--- config.mk ---
export PLATFORM = sky130hd
export DESIGN_NAME = cpu_top
export DESIGN_NICKNAME = d
export VERILOG_FILES = /design/src/hw/cpu_pkg.sv /design/src/hw/reg_file.sv /design/src/hw/execute_unit.sv /design/src/hw/pc_unit.sv /design/src/hw/cpu_control.sv /design/src/hw/cpu_top.sv
export SDC_FILE = /design/constraint.sdc
export NUM_CORES = 2
export LEC_CHECK = 0
export BUFFER_PORTS_ARGS = -buffer_cell sky130_fd_sc_hd__buf_2
export CAP_MARGIN = 20
export CORE_MARGIN = 2
export CORE_UTILIZATION = 48
export DETAILED_ROUTE_END_ITERATION = 8
export GPL_TIMING_DRIVEN = 1
export PLACE_DENSITY = 0.66
export SLEW_MARGIN = 10
export SYNTH_ARGS = -nofsm -noshare
export SYNTH_HDL_FRONTEND = slang
export SYNTH_SLANG_ARGS = --single-unit
--- constraint.sdc ---
create_clock -name clk -period 9.25 [get_ports clk]
set_input_delay 0.4625 -clock clk [delete_from_list [all_inputs] [get_ports clk]]
set_output_delay 0.4625 -clock clk [all_outputs]
set_load 0.01 [all_outputs]
--- src/hw/cpu_pkg.sv ---
/*
 * CPU shared definitions
 * Widths, opcode/ALU/state encodings, the datapath control bundle
 * and the memory request struct used on both bus ports
 */
`default_nettype none

package cpu_pkg;

	localparam int XLEN = 32; // Fixed by RV32I
	localparam int REG_ADDR_W = 5;

	typedef logic [XLEN-1:0] word_t;
	typedef logic [REG_ADDR_W-1:0] reg_addr_t;

	// Kept major opcodes
	typedef enum logic [6:0] {
		OP_ALU_R = 7'b0110011,
		OP_ALU_I = 7'b0010011,
		OP_LOAD = 7'b0000011,
		OP_STORE = 7'b0100011,
		OP_LUI = 7'b0110111,
		OP_BRANCH = 7'b1100011
	} opcode_e;

	typedef enum logic [3:0] {
		ALU_ADD,
		ALU_SUB,
		ALU_SLL,
		ALU_SLT,
		ALU_SLTU,
		ALU_XOR,
		ALU_SRL,
		ALU_SRA,
		ALU_OR,
		ALU_AND
	} alu_op_e;

	typedef enum logic [2:0] {
		ST_RESET,
		ST_FETCH,
		ST_DECODE,
		ST_EXECUTE,
		ST_MEMORY,
		ST_WRITEBACK
	} state_e;

	typedef enum logic [1:0] {
		WB_RESULT,
		WB_LOAD,
		WB_UPPER
	} wb_src_e;

	// Compare results of the last subtraction
	typedef struct packed {
		logic eq;
		logic lt; // Signed
		logic ltu; // Unsigned
	} flags_t;

	typedef struct packed {
		reg_addr_t rs1_addr;
		reg_addr_t rs2_addr;
		reg_addr_t rd_addr;
		logic load_operands; // Latch A and B
		logic rf_write;
		wb_src_e wb_src;
		logic use_imm; // Immediate as second ALU operand
		alu_op_e alu_op;
		logic load_result; // Result and flags
		logic load_store_data;
		logic pc_advance;
		word_t imm; // Operand, branch offset or upper immediate
	} dp_ctrl_t;

	typedef struct packed {
		word_t addr;
		word_t wdata;
		logic rd;
		logic wr;
	} mem_req_t;

endpackage

`default_nettype wire

--- src/hw/reg_file.sv ---
/*
 * Register file
 * 32 words with x0 fixed at zero, writeback source select
 * and the latched operand registers A and B
 */
`default_nettype none

module reg_file (
	input wire clk,
	input wire reset,
	input wire cpu_pkg::dp_ctrl_t i_ctrl,
	input wire cpu_pkg::word_t i_result,
	input wire cpu_pkg::word_t i_load_data,
	output cpu_pkg::word_t o_op_a,
	output cpu_pkg::word_t o_op_b
);
	cpu_pkg::word_t regs [32];
	cpu_pkg::word_t wr_data;

	always_comb begin
		case (i_ctrl.wb_src)
			cpu_pkg::WB_LOAD: wr_data = i_load_data;
			cpu_pkg::WB_UPPER: wr_data = i_ctrl.imm; // lui
			default: wr_data = i_result;
		endcase
	end

	always_ff @(posedge clk) begin
		if (reset) begin
			for (int i = 0; i < 32; i++) begin
				regs[i] <= '0;
			end
		end else if (i_ctrl.rf_write && i_ctrl.rd_addr != '0) begin // x0 stays zero
			regs[i_ctrl.rd_addr] <= wr_data;
		end
	end

	// Operand registers A and B
	always_ff @(posedge clk) begin
		if (i_ctrl.load_operands) begin
			o_op_a <= regs[i_ctrl.rs1_addr];
			o_op_b <= regs[i_ctrl.rs2_addr];
		end
	end

endmodule

`default_nettype wire

--- src/hw/execute_unit.sv ---
/*
 * Execute unit
 * Operand select and ALU, registered result with compare flags,
 * and the store-data register
 */
`default_nettype none

module execute_unit (
	input wire clk,
	input wire reset,
	input wire cpu_pkg::dp_ctrl_t i_ctrl,
	input wire cpu_pkg::word_t i_op_a,
	input wire cpu_pkg::word_t i_op_b,
	output cpu_pkg::word_t o_result,
	output cpu_pkg::flags_t o_flags,
	output cpu_pkg::word_t o_store_data
);
	cpu_pkg::word_t op2;
	cpu_pkg::word_t alu_out;
	cpu_pkg::flags_t flags_d;
	logic [4:0] shamt;
	logic lt_s;
	logic lt_u;

	assign op2 = i_ctrl.use_imm ? i_ctrl.imm : i_op_b;
	assign shamt = op2[4:0]; // Low five bits only
	assign lt_s = $signed(i_op_a) < $signed(op2);
	assign lt_u = i_op_a < op2;

	always_comb begin
		case (i_ctrl.alu_op)
			cpu_pkg::ALU_SUB: alu_out = i_op_a - op2;
			cpu_pkg::ALU_SLL: alu_out = i_op_a << shamt;
			cpu_pkg::ALU_SLT: alu_out = {{(cpu_pkg::XLEN-1){1'b0}}, lt_s};
			cpu_pkg::ALU_SLTU: alu_out = {{(cpu_pkg::XLEN-1){1'b0}}, lt_u};
			cpu_pkg::ALU_XOR: alu_out = i_op_a ^ op2;
			cpu_pkg::ALU_SRL: alu_out = i_op_a >> shamt;
			cpu_pkg::ALU_SRA: alu_out = cpu_pkg::word_t'($signed(i_op_a) >>> shamt);
			cpu_pkg::ALU_OR: alu_out = i_op_a | op2;
			cpu_pkg::ALU_AND: alu_out = i_op_a & op2;
			default: alu_out = i_op_a + op2; // add
		endcase
	end

	// Flags for the branch rule in control
	assign flags_d.eq = (i_op_a == op2);
	assign flags_d.lt = lt_s;
	assign flags_d.ltu = lt_u;

	always_ff @(posedge clk) begin
		if (reset) begin
			o_result <= '0;
			o_flags <= '0;
		end else if (i_ctrl.load_result) begin
			o_result <= alu_out;
			o_flags <= flags_d;
		end
	end

	always_ff @(posedge clk) begin
		if (i_ctrl.load_store_data) begin
			o_store_data <= i_op_b; // Always B, never the immediate
		end
	end

endmodule

`default_nettype wire

--- src/hw/pc_unit.sv ---
/*
 * Program counter
 * Steps by 4 or by the branch offset when control says taken
 */
`default_nettype none

module pc_unit #(
	parameter cpu_pkg::word_t RESET_PC = 32'h0000_0000
)(
	input wire clk,
	input wire reset,
	input wire cpu_pkg::dp_ctrl_t i_ctrl,
	input wire i_branch_taken,
	output cpu_pkg::word_t o_pc
);
	cpu_pkg::word_t step;

	assign step = i_branch_taken ? i_ctrl.imm : 32'd4; // B-format offset when taken

	always_ff @(posedge clk) begin
		if (reset) begin
			o_pc <= RESET_PC;
		end else if (i_ctrl.pc_advance) begin
			o_pc <= o_pc + step;
		end
	end

endmodule

`default_nettype wire

--- src/hw/cpu_control.sv ---
/*
 * CPU control unit
 * Instruction register, immediate decode, ALU op mapping,
 * branch condition and the FSM driving every datapath control
 */
`default_nettype none

module cpu_control (
	input wire clk,
	input wire reset,
	input wire cpu_pkg::word_t i_fetch_rdata,
	input wire cpu_pkg::word_t i_ldst_rdata,
	input wire cpu_pkg::flags_t i_flags,

	output cpu_pkg::dp_ctrl_t o_ctrl,
	output logic o_fetch_rd,
	output logic o_ldst_rd,
	output logic o_ldst_wr,
	output cpu_pkg::word_t o_load_data,
	output logic o_branch_taken
);
	cpu_pkg::state_e state, state_next;
	cpu_pkg::word_t instr_q; // Instruction register
	cpu_pkg::word_t imm_q; // Decoded immediate
	cpu_pkg::word_t cur_instr;
	cpu_pkg::opcode_e opcode;
	cpu_pkg::alu_op_e alu_op;
	logic [2:0] funct3;
	logic funct7_alt; // Bit 30 selects sub and sra
	logic cond_true;

	function automatic cpu_pkg::word_t decode_imm(input cpu_pkg::word_t instr);
		case (cpu_pkg::opcode_e'(instr[6:0]))
			cpu_pkg::OP_STORE: decode_imm = {{20{instr[31]}}, instr[31:25], instr[11:7]};
			cpu_pkg::OP_BRANCH: decode_imm = {{20{instr[31]}}, instr[7], instr[30:25],
				instr[11:8], 1'b0};
			cpu_pkg::OP_LUI: decode_imm = {instr[31:12], 12'h000};
			default: decode_imm = {{20{instr[31]}}, instr[31:20]}; // I format
		endcase
	endfunction

	// Fetched word is live during decode, IR afterwards
	assign cur_instr = (state == cpu_pkg::ST_DECODE) ? i_fetch_rdata : instr_q;
	assign opcode = cpu_pkg::opcode_e'(cur_instr[6:0]);
	assign funct3 = cur_instr[14:12];
	assign funct7_alt = cur_instr[30];

	always_ff @(posedge clk) begin
		if (reset) begin
			state <= cpu_pkg::ST_RESET;
			instr_q <= '0;
		end else begin
			state <= state_next;
			if (state == cpu_pkg::ST_DECODE) begin
				instr_q <= i_fetch_rdata;
			end
		end
	end

	always_ff @(posedge clk) begin
		if (state == cpu_pkg::ST_DECODE) begin
			imm_q <= decode_imm(i_fetch_rdata);
		end
	end

	// funct3/funct7 to ALU operation
	always_comb begin
		case (funct3)
			3'b000: alu_op = (opcode == cpu_pkg::OP_ALU_R && funct7_alt) ?
				cpu_pkg::ALU_SUB : cpu_pkg::ALU_ADD;
			3'b001: alu_op = cpu_pkg::ALU_SLL;
			3'b010: alu_op = cpu_pkg::ALU_SLT;
			3'b011: alu_op = cpu_pkg::ALU_SLTU;
			3'b100: alu_op = cpu_pkg::ALU_XOR;
			3'b101: alu_op = funct7_alt ? cpu_pkg::ALU_SRA : cpu_pkg::ALU_SRL;
			3'b110: alu_op = cpu_pkg::ALU_OR;
			default: alu_op = cpu_pkg::ALU_AND;
		endcase
	end

	// Branch rule from the registered flags
	always_comb begin
		case (funct3)
			3'b000: cond_true = i_flags.eq; // beq
			3'b001: cond_true = !i_flags.eq; // bne
			3'b100: cond_true = i_flags.lt; // blt
			3'b101: cond_true = !i_flags.lt; // bge
			3'b110: cond_true = i_flags.ltu; // bltu
			3'b111: cond_true = !i_flags.ltu; // bgeu
			default: cond_true = 1'b0;
		endcase
	end

	// Read data is valid in writeback, one cycle after the rd strobe
	assign o_load_data = i_ldst_rdata;

	always_comb begin
		o_ctrl = '0;
		o_ctrl.rs1_addr = cur_instr[19:15];
		o_ctrl.rs2_addr = cur_instr[24:20];
		o_ctrl.rd_addr = cur_instr[11:7];
		o_ctrl.wb_src = cpu_pkg::WB_RESULT;
		o_ctrl.alu_op = alu_op;
		o_ctrl.imm = (state == cpu_pkg::ST_DECODE) ? decode_imm(i_fetch_rdata) : imm_q;
		o_fetch_rd = 1'b0;
		o_ldst_rd = 1'b0;
		o_ldst_wr = 1'b0;
		o_branch_taken = 1'b0;
		state_next = cpu_pkg::ST_FETCH;

		case (state)
			cpu_pkg::ST_RESET: state_next = cpu_pkg::ST_FETCH;
			cpu_pkg::ST_FETCH: begin
				o_fetch_rd = 1'b1;
				state_next = cpu_pkg::ST_DECODE;
			end
			cpu_pkg::ST_DECODE: begin
				case (opcode)
					cpu_pkg::OP_LUI: begin // Done in one step
						o_ctrl.rf_write = 1'b1;
						o_ctrl.wb_src = cpu_pkg::WB_UPPER;
						o_ctrl.pc_advance = 1'b1;
					end
					cpu_pkg::OP_ALU_R, cpu_pkg::OP_ALU_I, cpu_pkg::OP_LOAD,
					cpu_pkg::OP_STORE, cpu_pkg::OP_BRANCH: begin
						o_ctrl.load_operands = 1'b1;
						state_next = cpu_pkg::ST_EXECUTE;
					end
					default: o_ctrl.pc_advance = 1'b1; // Unknown opcode skipped
				endcase
			end
			cpu_pkg::ST_EXECUTE: begin
				o_ctrl.load_result = 1'b1;
				o_ctrl.use_imm = (opcode != cpu_pkg::OP_ALU_R) && (opcode != cpu_pkg::OP_BRANCH);
				if (opcode == cpu_pkg::OP_LOAD || opcode == cpu_pkg::OP_STORE) begin
					o_ctrl.alu_op = cpu_pkg::ALU_ADD; // Address
					o_ctrl.load_store_data = (opcode == cpu_pkg::OP_STORE);
					state_next = cpu_pkg::ST_MEMORY;
				end else begin
					if (opcode == cpu_pkg::OP_BRANCH) begin
						o_ctrl.alu_op = cpu_pkg::ALU_SUB; // Only flags matter
					end
					state_next = cpu_pkg::ST_WRITEBACK;
				end
			end
			cpu_pkg::ST_MEMORY: begin
				if (opcode == cpu_pkg::OP_STORE) begin
					o_ldst_wr = 1'b1;
					o_ctrl.pc_advance = 1'b1;
				end else begin
					o_ldst_rd = 1'b1;
					state_next = cpu_pkg::ST_WRITEBACK;
				end
			end
			cpu_pkg::ST_WRITEBACK: begin
				o_ctrl.pc_advance = 1'b1;
				if (opcode == cpu_pkg::OP_BRANCH) begin
					o_branch_taken = cond_true;
				end else begin
					o_ctrl.rf_write = 1'b1;
					o_ctrl.wb_src = (opcode == cpu_pkg::OP_LOAD) ?
						cpu_pkg::WB_LOAD : cpu_pkg::WB_RESULT;
				end
			end
			default: state_next = cpu_pkg::ST_FETCH;
		endcase
	end

endmodule

`default_nettype wire

--- src/hw/cpu_top.sv ---
/*
 * Multicycle RV32I subset CPU
 * Control unit plus register file, execute unit and PC unit,
 * with one fetch port and one load/store port
 */
`default_nettype none

module cpu_top #(
	parameter cpu_pkg::word_t RESET_PC = 32'h0000_0000
)(
	input wire clk,
	input wire reset,

	output cpu_pkg::mem_req_t o_fetch_req,
	input wire cpu_pkg::word_t i_fetch_rdata,

	output cpu_pkg::mem_req_t o_ldst_req,
	input wire cpu_pkg::word_t i_ldst_rdata
);
	cpu_pkg::dp_ctrl_t ctrl;
	cpu_pkg::flags_t flags;
	cpu_pkg::word_t pc;
	cpu_pkg::word_t result; // Also the load/store address
	cpu_pkg::word_t op_a;
	cpu_pkg::word_t op_b;
	cpu_pkg::word_t store_data;
	cpu_pkg::word_t load_data;
	logic fetch_rd;
	logic ldst_rd;
	logic ldst_wr;
	logic branch_taken;

	cpu_control u_control (
		.clk(clk),
		.reset(reset),
		.i_fetch_rdata(i_fetch_rdata),
		.i_ldst_rdata(i_ldst_rdata),
		.i_flags(flags),
		.o_ctrl(ctrl),
		.o_fetch_rd(fetch_rd),
		.o_ldst_rd(ldst_rd),
		.o_ldst_wr(ldst_wr),
		.o_load_data(load_data),
		.o_branch_taken(branch_taken)
	);

	reg_file u_reg_file (
		.clk(clk),
		.reset(reset),
		.i_ctrl(ctrl),
		.i_result(result),
		.i_load_data(load_data),
		.o_op_a(op_a),
		.o_op_b(op_b)
	);

	execute_unit u_execute (
		.clk(clk),
		.reset(reset),
		.i_ctrl(ctrl),
		.i_op_a(op_a),
		.i_op_b(op_b),
		.o_result(result),
		.o_flags(flags),
		.o_store_data(store_data)
	);

	pc_unit #(.RESET_PC(RESET_PC)) u_pc (
		.clk(clk),
		.reset(reset),
		.i_ctrl(ctrl),
		.i_branch_taken(branch_taken),
		.o_pc(pc)
	);

	assign o_fetch_req = '{addr: pc, wdata: '0, rd: fetch_rd, wr: 1'b0}; // Read only port
	assign o_ldst_req = '{addr: result, wdata: store_data, rd: ldst_rd, wr: ldst_wr};

endmodule

`default_nettype wire

==> results.yml <==
cells_and_area:
  stdcell_count: 10222
  drive_gt1_frac: 0.0853
  layout_common_cells: "1345 x nand2_1, 1283 x nor2_1, 1120 x edfxtp_1"
  area_growth_pct: 9.41
  final_common_cell: "nand2_1"
  fin_nets: 8271
critical_path:
  start_kind: "flop"
  rrSetupSlack_ns: 2.90
  path_cells: "nor3b_4 > buf_4 > nand2_1 > o21a_1 > o21ai_0 > inv_1 > ha_1 > a2111oi_0 > o2111ai_1 > a311oi_1 > or3_1 > o221ai_1 > a21o_1 > o41a_1 > a211o_1 > o21ai_0 > mux2i_1 > nand2_1"
  crit_path_start: "u_control.state[1]"
  cp_num_buf_inv: 2
  reg2reg_depth: 18
  path_class: "reg2reg"
  r2r-start: "u_control.state[1]"
  crit_cells: 18
  timing.rr.end: "u_execute.o_result[29]"
  cp.required_ns: 9.90
  critical-path-max-stage-delay_ns: 0.79
  slowest_stage: "nor3b_4"
  cp-endpoint: "u_execute.o_result[29]"
  crit_family: "compound AO/OA/AOI/OAI gates"
  crit_fanout: 27
  crit_path_end_kind: "flop"
  cp.arrival_ns: 7.00
floorplanning:
  die_y_um: 399
  rows: 144
  dieArea_mm2: 0.159
  pin_count: 198
  core_mm2: 0.154
  die_x_um: 399
  start_util: 0.485
pwr:
  peakVddDrop_mv: 0.133
  power_density_mw_per_mm2: 173
  switching_share: 0.291
  pwr-share-seq: 0.460
  design_power_total_mw: 14.2
  power_frac_comb: 0.155
  p_clk_frac: 0.385
  power.leakage_nw: 29.0
  p_int_mw: 10.0
  power_switching_mw: 4.12
routing:
  drc: 0
  drt_iter0_markers: 10196
  wl_per_cell_um: 29.5
  vias: 68790
  drtAntennaViolNets: 0
  finalWirelength_um: 302000
  viasPerCell: 6.73
  dr.pass1.iters: 8
sta:
  fin_crit_ns: 6.35
  post-route-period-util: 0.686
  slew_viol_final: 0
  rsz0062_at_grt: "false"
  worst_slew_margin_rel: 0.146
  hold_viol_final: 0
  max_slew.worst_pin.slew_ns: 1.27
  fmax_ghz: 0.158
  fin_skew_ns: 0.0319
  fin_tns_setup_ns: 0
  setup_viol: 0
cts:
  clk_latency_ns: 0.80
  cts_sinks: 1248
  cts_buffer_depth: 3
  clkTransAtPathRegs_ns: 0.06
  cts_buffers: 140
  cts_setup_buffers: 0
  h-tree-depth: 4
  cts_tree: "done"
  root_buffer: "clkbuf_16"
  ctsResizeCount: 0
  cts_hold_buffers: 7
grt:
  grt_pass1_wl_um: 431000
  grt_busiest_layer: "met2"
  use_met3: 0.0806
  antenna_found_initial: 14
  track_usage: 0.367
  use_met2: 0.561
  first_global_vias: 63344
  grt_overflow: 0
  grt.met1_usage: 0.499
  grt_max_degree: 161
placed_design:
  routabilityCongestion: 1.07
  dp_cells: 9964
  dp_hpwl_um: 191000
  io_buffers: 164
job:
  cap_violations: 0
logic_synthesis:
  synth_cells: 8343
  async_reset_ff_frac: 0
  yosysWarnings: 0
  yosys.area.top_type: "edfxtp_1"
  ys_ff_latch: 1248
  ys_types: 99
  synth_enable_flop_cells: 1120
  synth_ff_type: "edfxtp_1"
  ys_seq_area_frac: 0.484
  yosysTopAreaCellShare: 0.450
  synth.cell_area_mm2: 0.0748
  syn_avg_cell_area_um2: 8.97
  synthTopCellsByArea: "edfxtp_1 45%, a211oi_1 7.5%, nand2_1 6.9%, nor2_1 6.5%, and2_1 4.4%"
outcome:
  status: "complete, no violations"
worst_hold_path:
  hp-class: "in2reg"
==> metal layers <==
| metal | wire length (µm) | up-vias | share of wire |
|---|---|---|---|
| met4 | 14900 | 6 | 0.050 |
| li1 | - | 29600 | - |
| met5 | 43 | - | 0.00014 |
| met1 | 115000 | 33416 | 0.38 |
| met3 | 38200 | 828 | 0.13 |
| met2 | 133000 | 4940 | 0.44 |
==> metrics by stage <==
stage	instance area, µm²	setup WS (ns)	util	hold slack (ns)
5_1_grt	81800	2.46	0.530	0.109
4_1_cts	81700	2.99	0.529	0.0235
2_1_floorplan	75100	2.86	-	0.417
3_5_place_dp	77300	3.01	0.501	0.437
3_3_place_gp	77300	3.03	0.501	0.449
6_report	81900	2.90	0.530	0.0899
==> cell type report <==
| type | instances | area (µm²) |
|---|---|---|
| Antenna cell | 4 | 10.0 |
| Clock buffer | 170 | 3700 |
| Clock inverter | 72 | 634 |
| Fill cell | 13695 | 72600 |
| Inverter | 149 | 559 |
| Multi-Input combinational cell | 6168 | 35500 |
| Sequential cell | 1248 | 36200 |
| Tap cell | 2044 | 2560 |
| Timing Repair Buffer | 367 | 2680 |
==> worst min-delay path by stage <==
stage,endpoint,startpoint,cells past startpoint,slack [ns]
finish,u_control.instr_q[4],i_fetch_rdata[4],3,0.09
global route,u_control.instr_q[4],i_fetch_rdata[4],3,0.11
CTS,u_control.instr_q[4],i_fetch_rdata[4],3,0.02
detailed placement,u_execute.o_store_data[26],u_reg_file.o_op_b[26],0,0.44
global placement,u_execute.o_store_data[26],u_reg_file.o_op_b[26],0,0.45
floorplan,u_execute.o_store_data[4],u_reg_file.o_op_b[4],0,0.42
==> logic make-up after synthesis <==
kind of cell             after synthesis  share of synthesized area
AO/OA/AOI/OAI                       2346                      0.218
XOR/XNOR                              59                    0.00691
adder cells (fa/ha/maj)              131                     0.0221
buffers and inverters                991                     0.0525
flip-flops                          1248                      0.484
multiplexers                         134                     0.0190
other                                  1                  0.0000501
AND/OR/NAND/NOR                     3433                      0.197
==> power groups by stage <==
stage / sequential (mW) / combinational [mW] / clock [mW]
final: 6.51 / 2.19 / 5.45
after global routing: 6.52 / 2.27 / 5.70
after CTS: 6.50 / 2.10 / 5.47
after detailed placement: 6.62 / 2.09 / 0
after global placement: 6.61 / 2.07 / 0
after floorplan: 6.56 / 1.29 / 0
==> synth_stat cells (40+ instances only) <==
master    instances
a211oi_1        744
a21o_1          109
a21oi_1         429
a22oi_1          44
a311oi_1        270
a31oi_1         295
and2_1          527
buf_1            41
buf_4            43
clkbuf_1        734
dfxtp_1         128
edfxtp_1       1120
ha_1            129
inv_1           144
mux2i_1         115
nand2_1        1378
nand3_1          62
nor2_1         1288
nor3_1           51
o211ai_1         54
o21ai_0         171
xnor2_1          40
==> worst reg2reg max path, stage by stage, from the launching register on <==
cell	delay, ns
dfxtp_1	0.47
nor3b_4	0.79
buf_4	0.43
nand2_1	0.10
o21a_1	0.32
o21ai_0	0.29
inv_1	0.11
ha_1	0.46
a2111oi_0	0.48
o2111ai_1	0.22
a311oi_1	0.62
or3_1	0.22
o221ai_1	0.28
a21o_1	0.33
o41a_1	0.43
a211o_1	0.30
o21ai_0	0.10
mux2i_1	0.21
nand2_1	0.06
==> state kept, by name, indices dropped and copies added, names as in the netlist <==
register                flops
u_execute.o_flags           3
u_reg_file.o_op_a          32
u_execute.o_result         32
u_execute.o_store_data     32
u_control.imm_q            32
u_reg_file.o_op_b          32
u_control.state             3
u_pc.o_pc                  32
u_control.instr_q          26
u_reg_file.regs          1024
No activity file was read; power rests on OpenSTA's default activity.
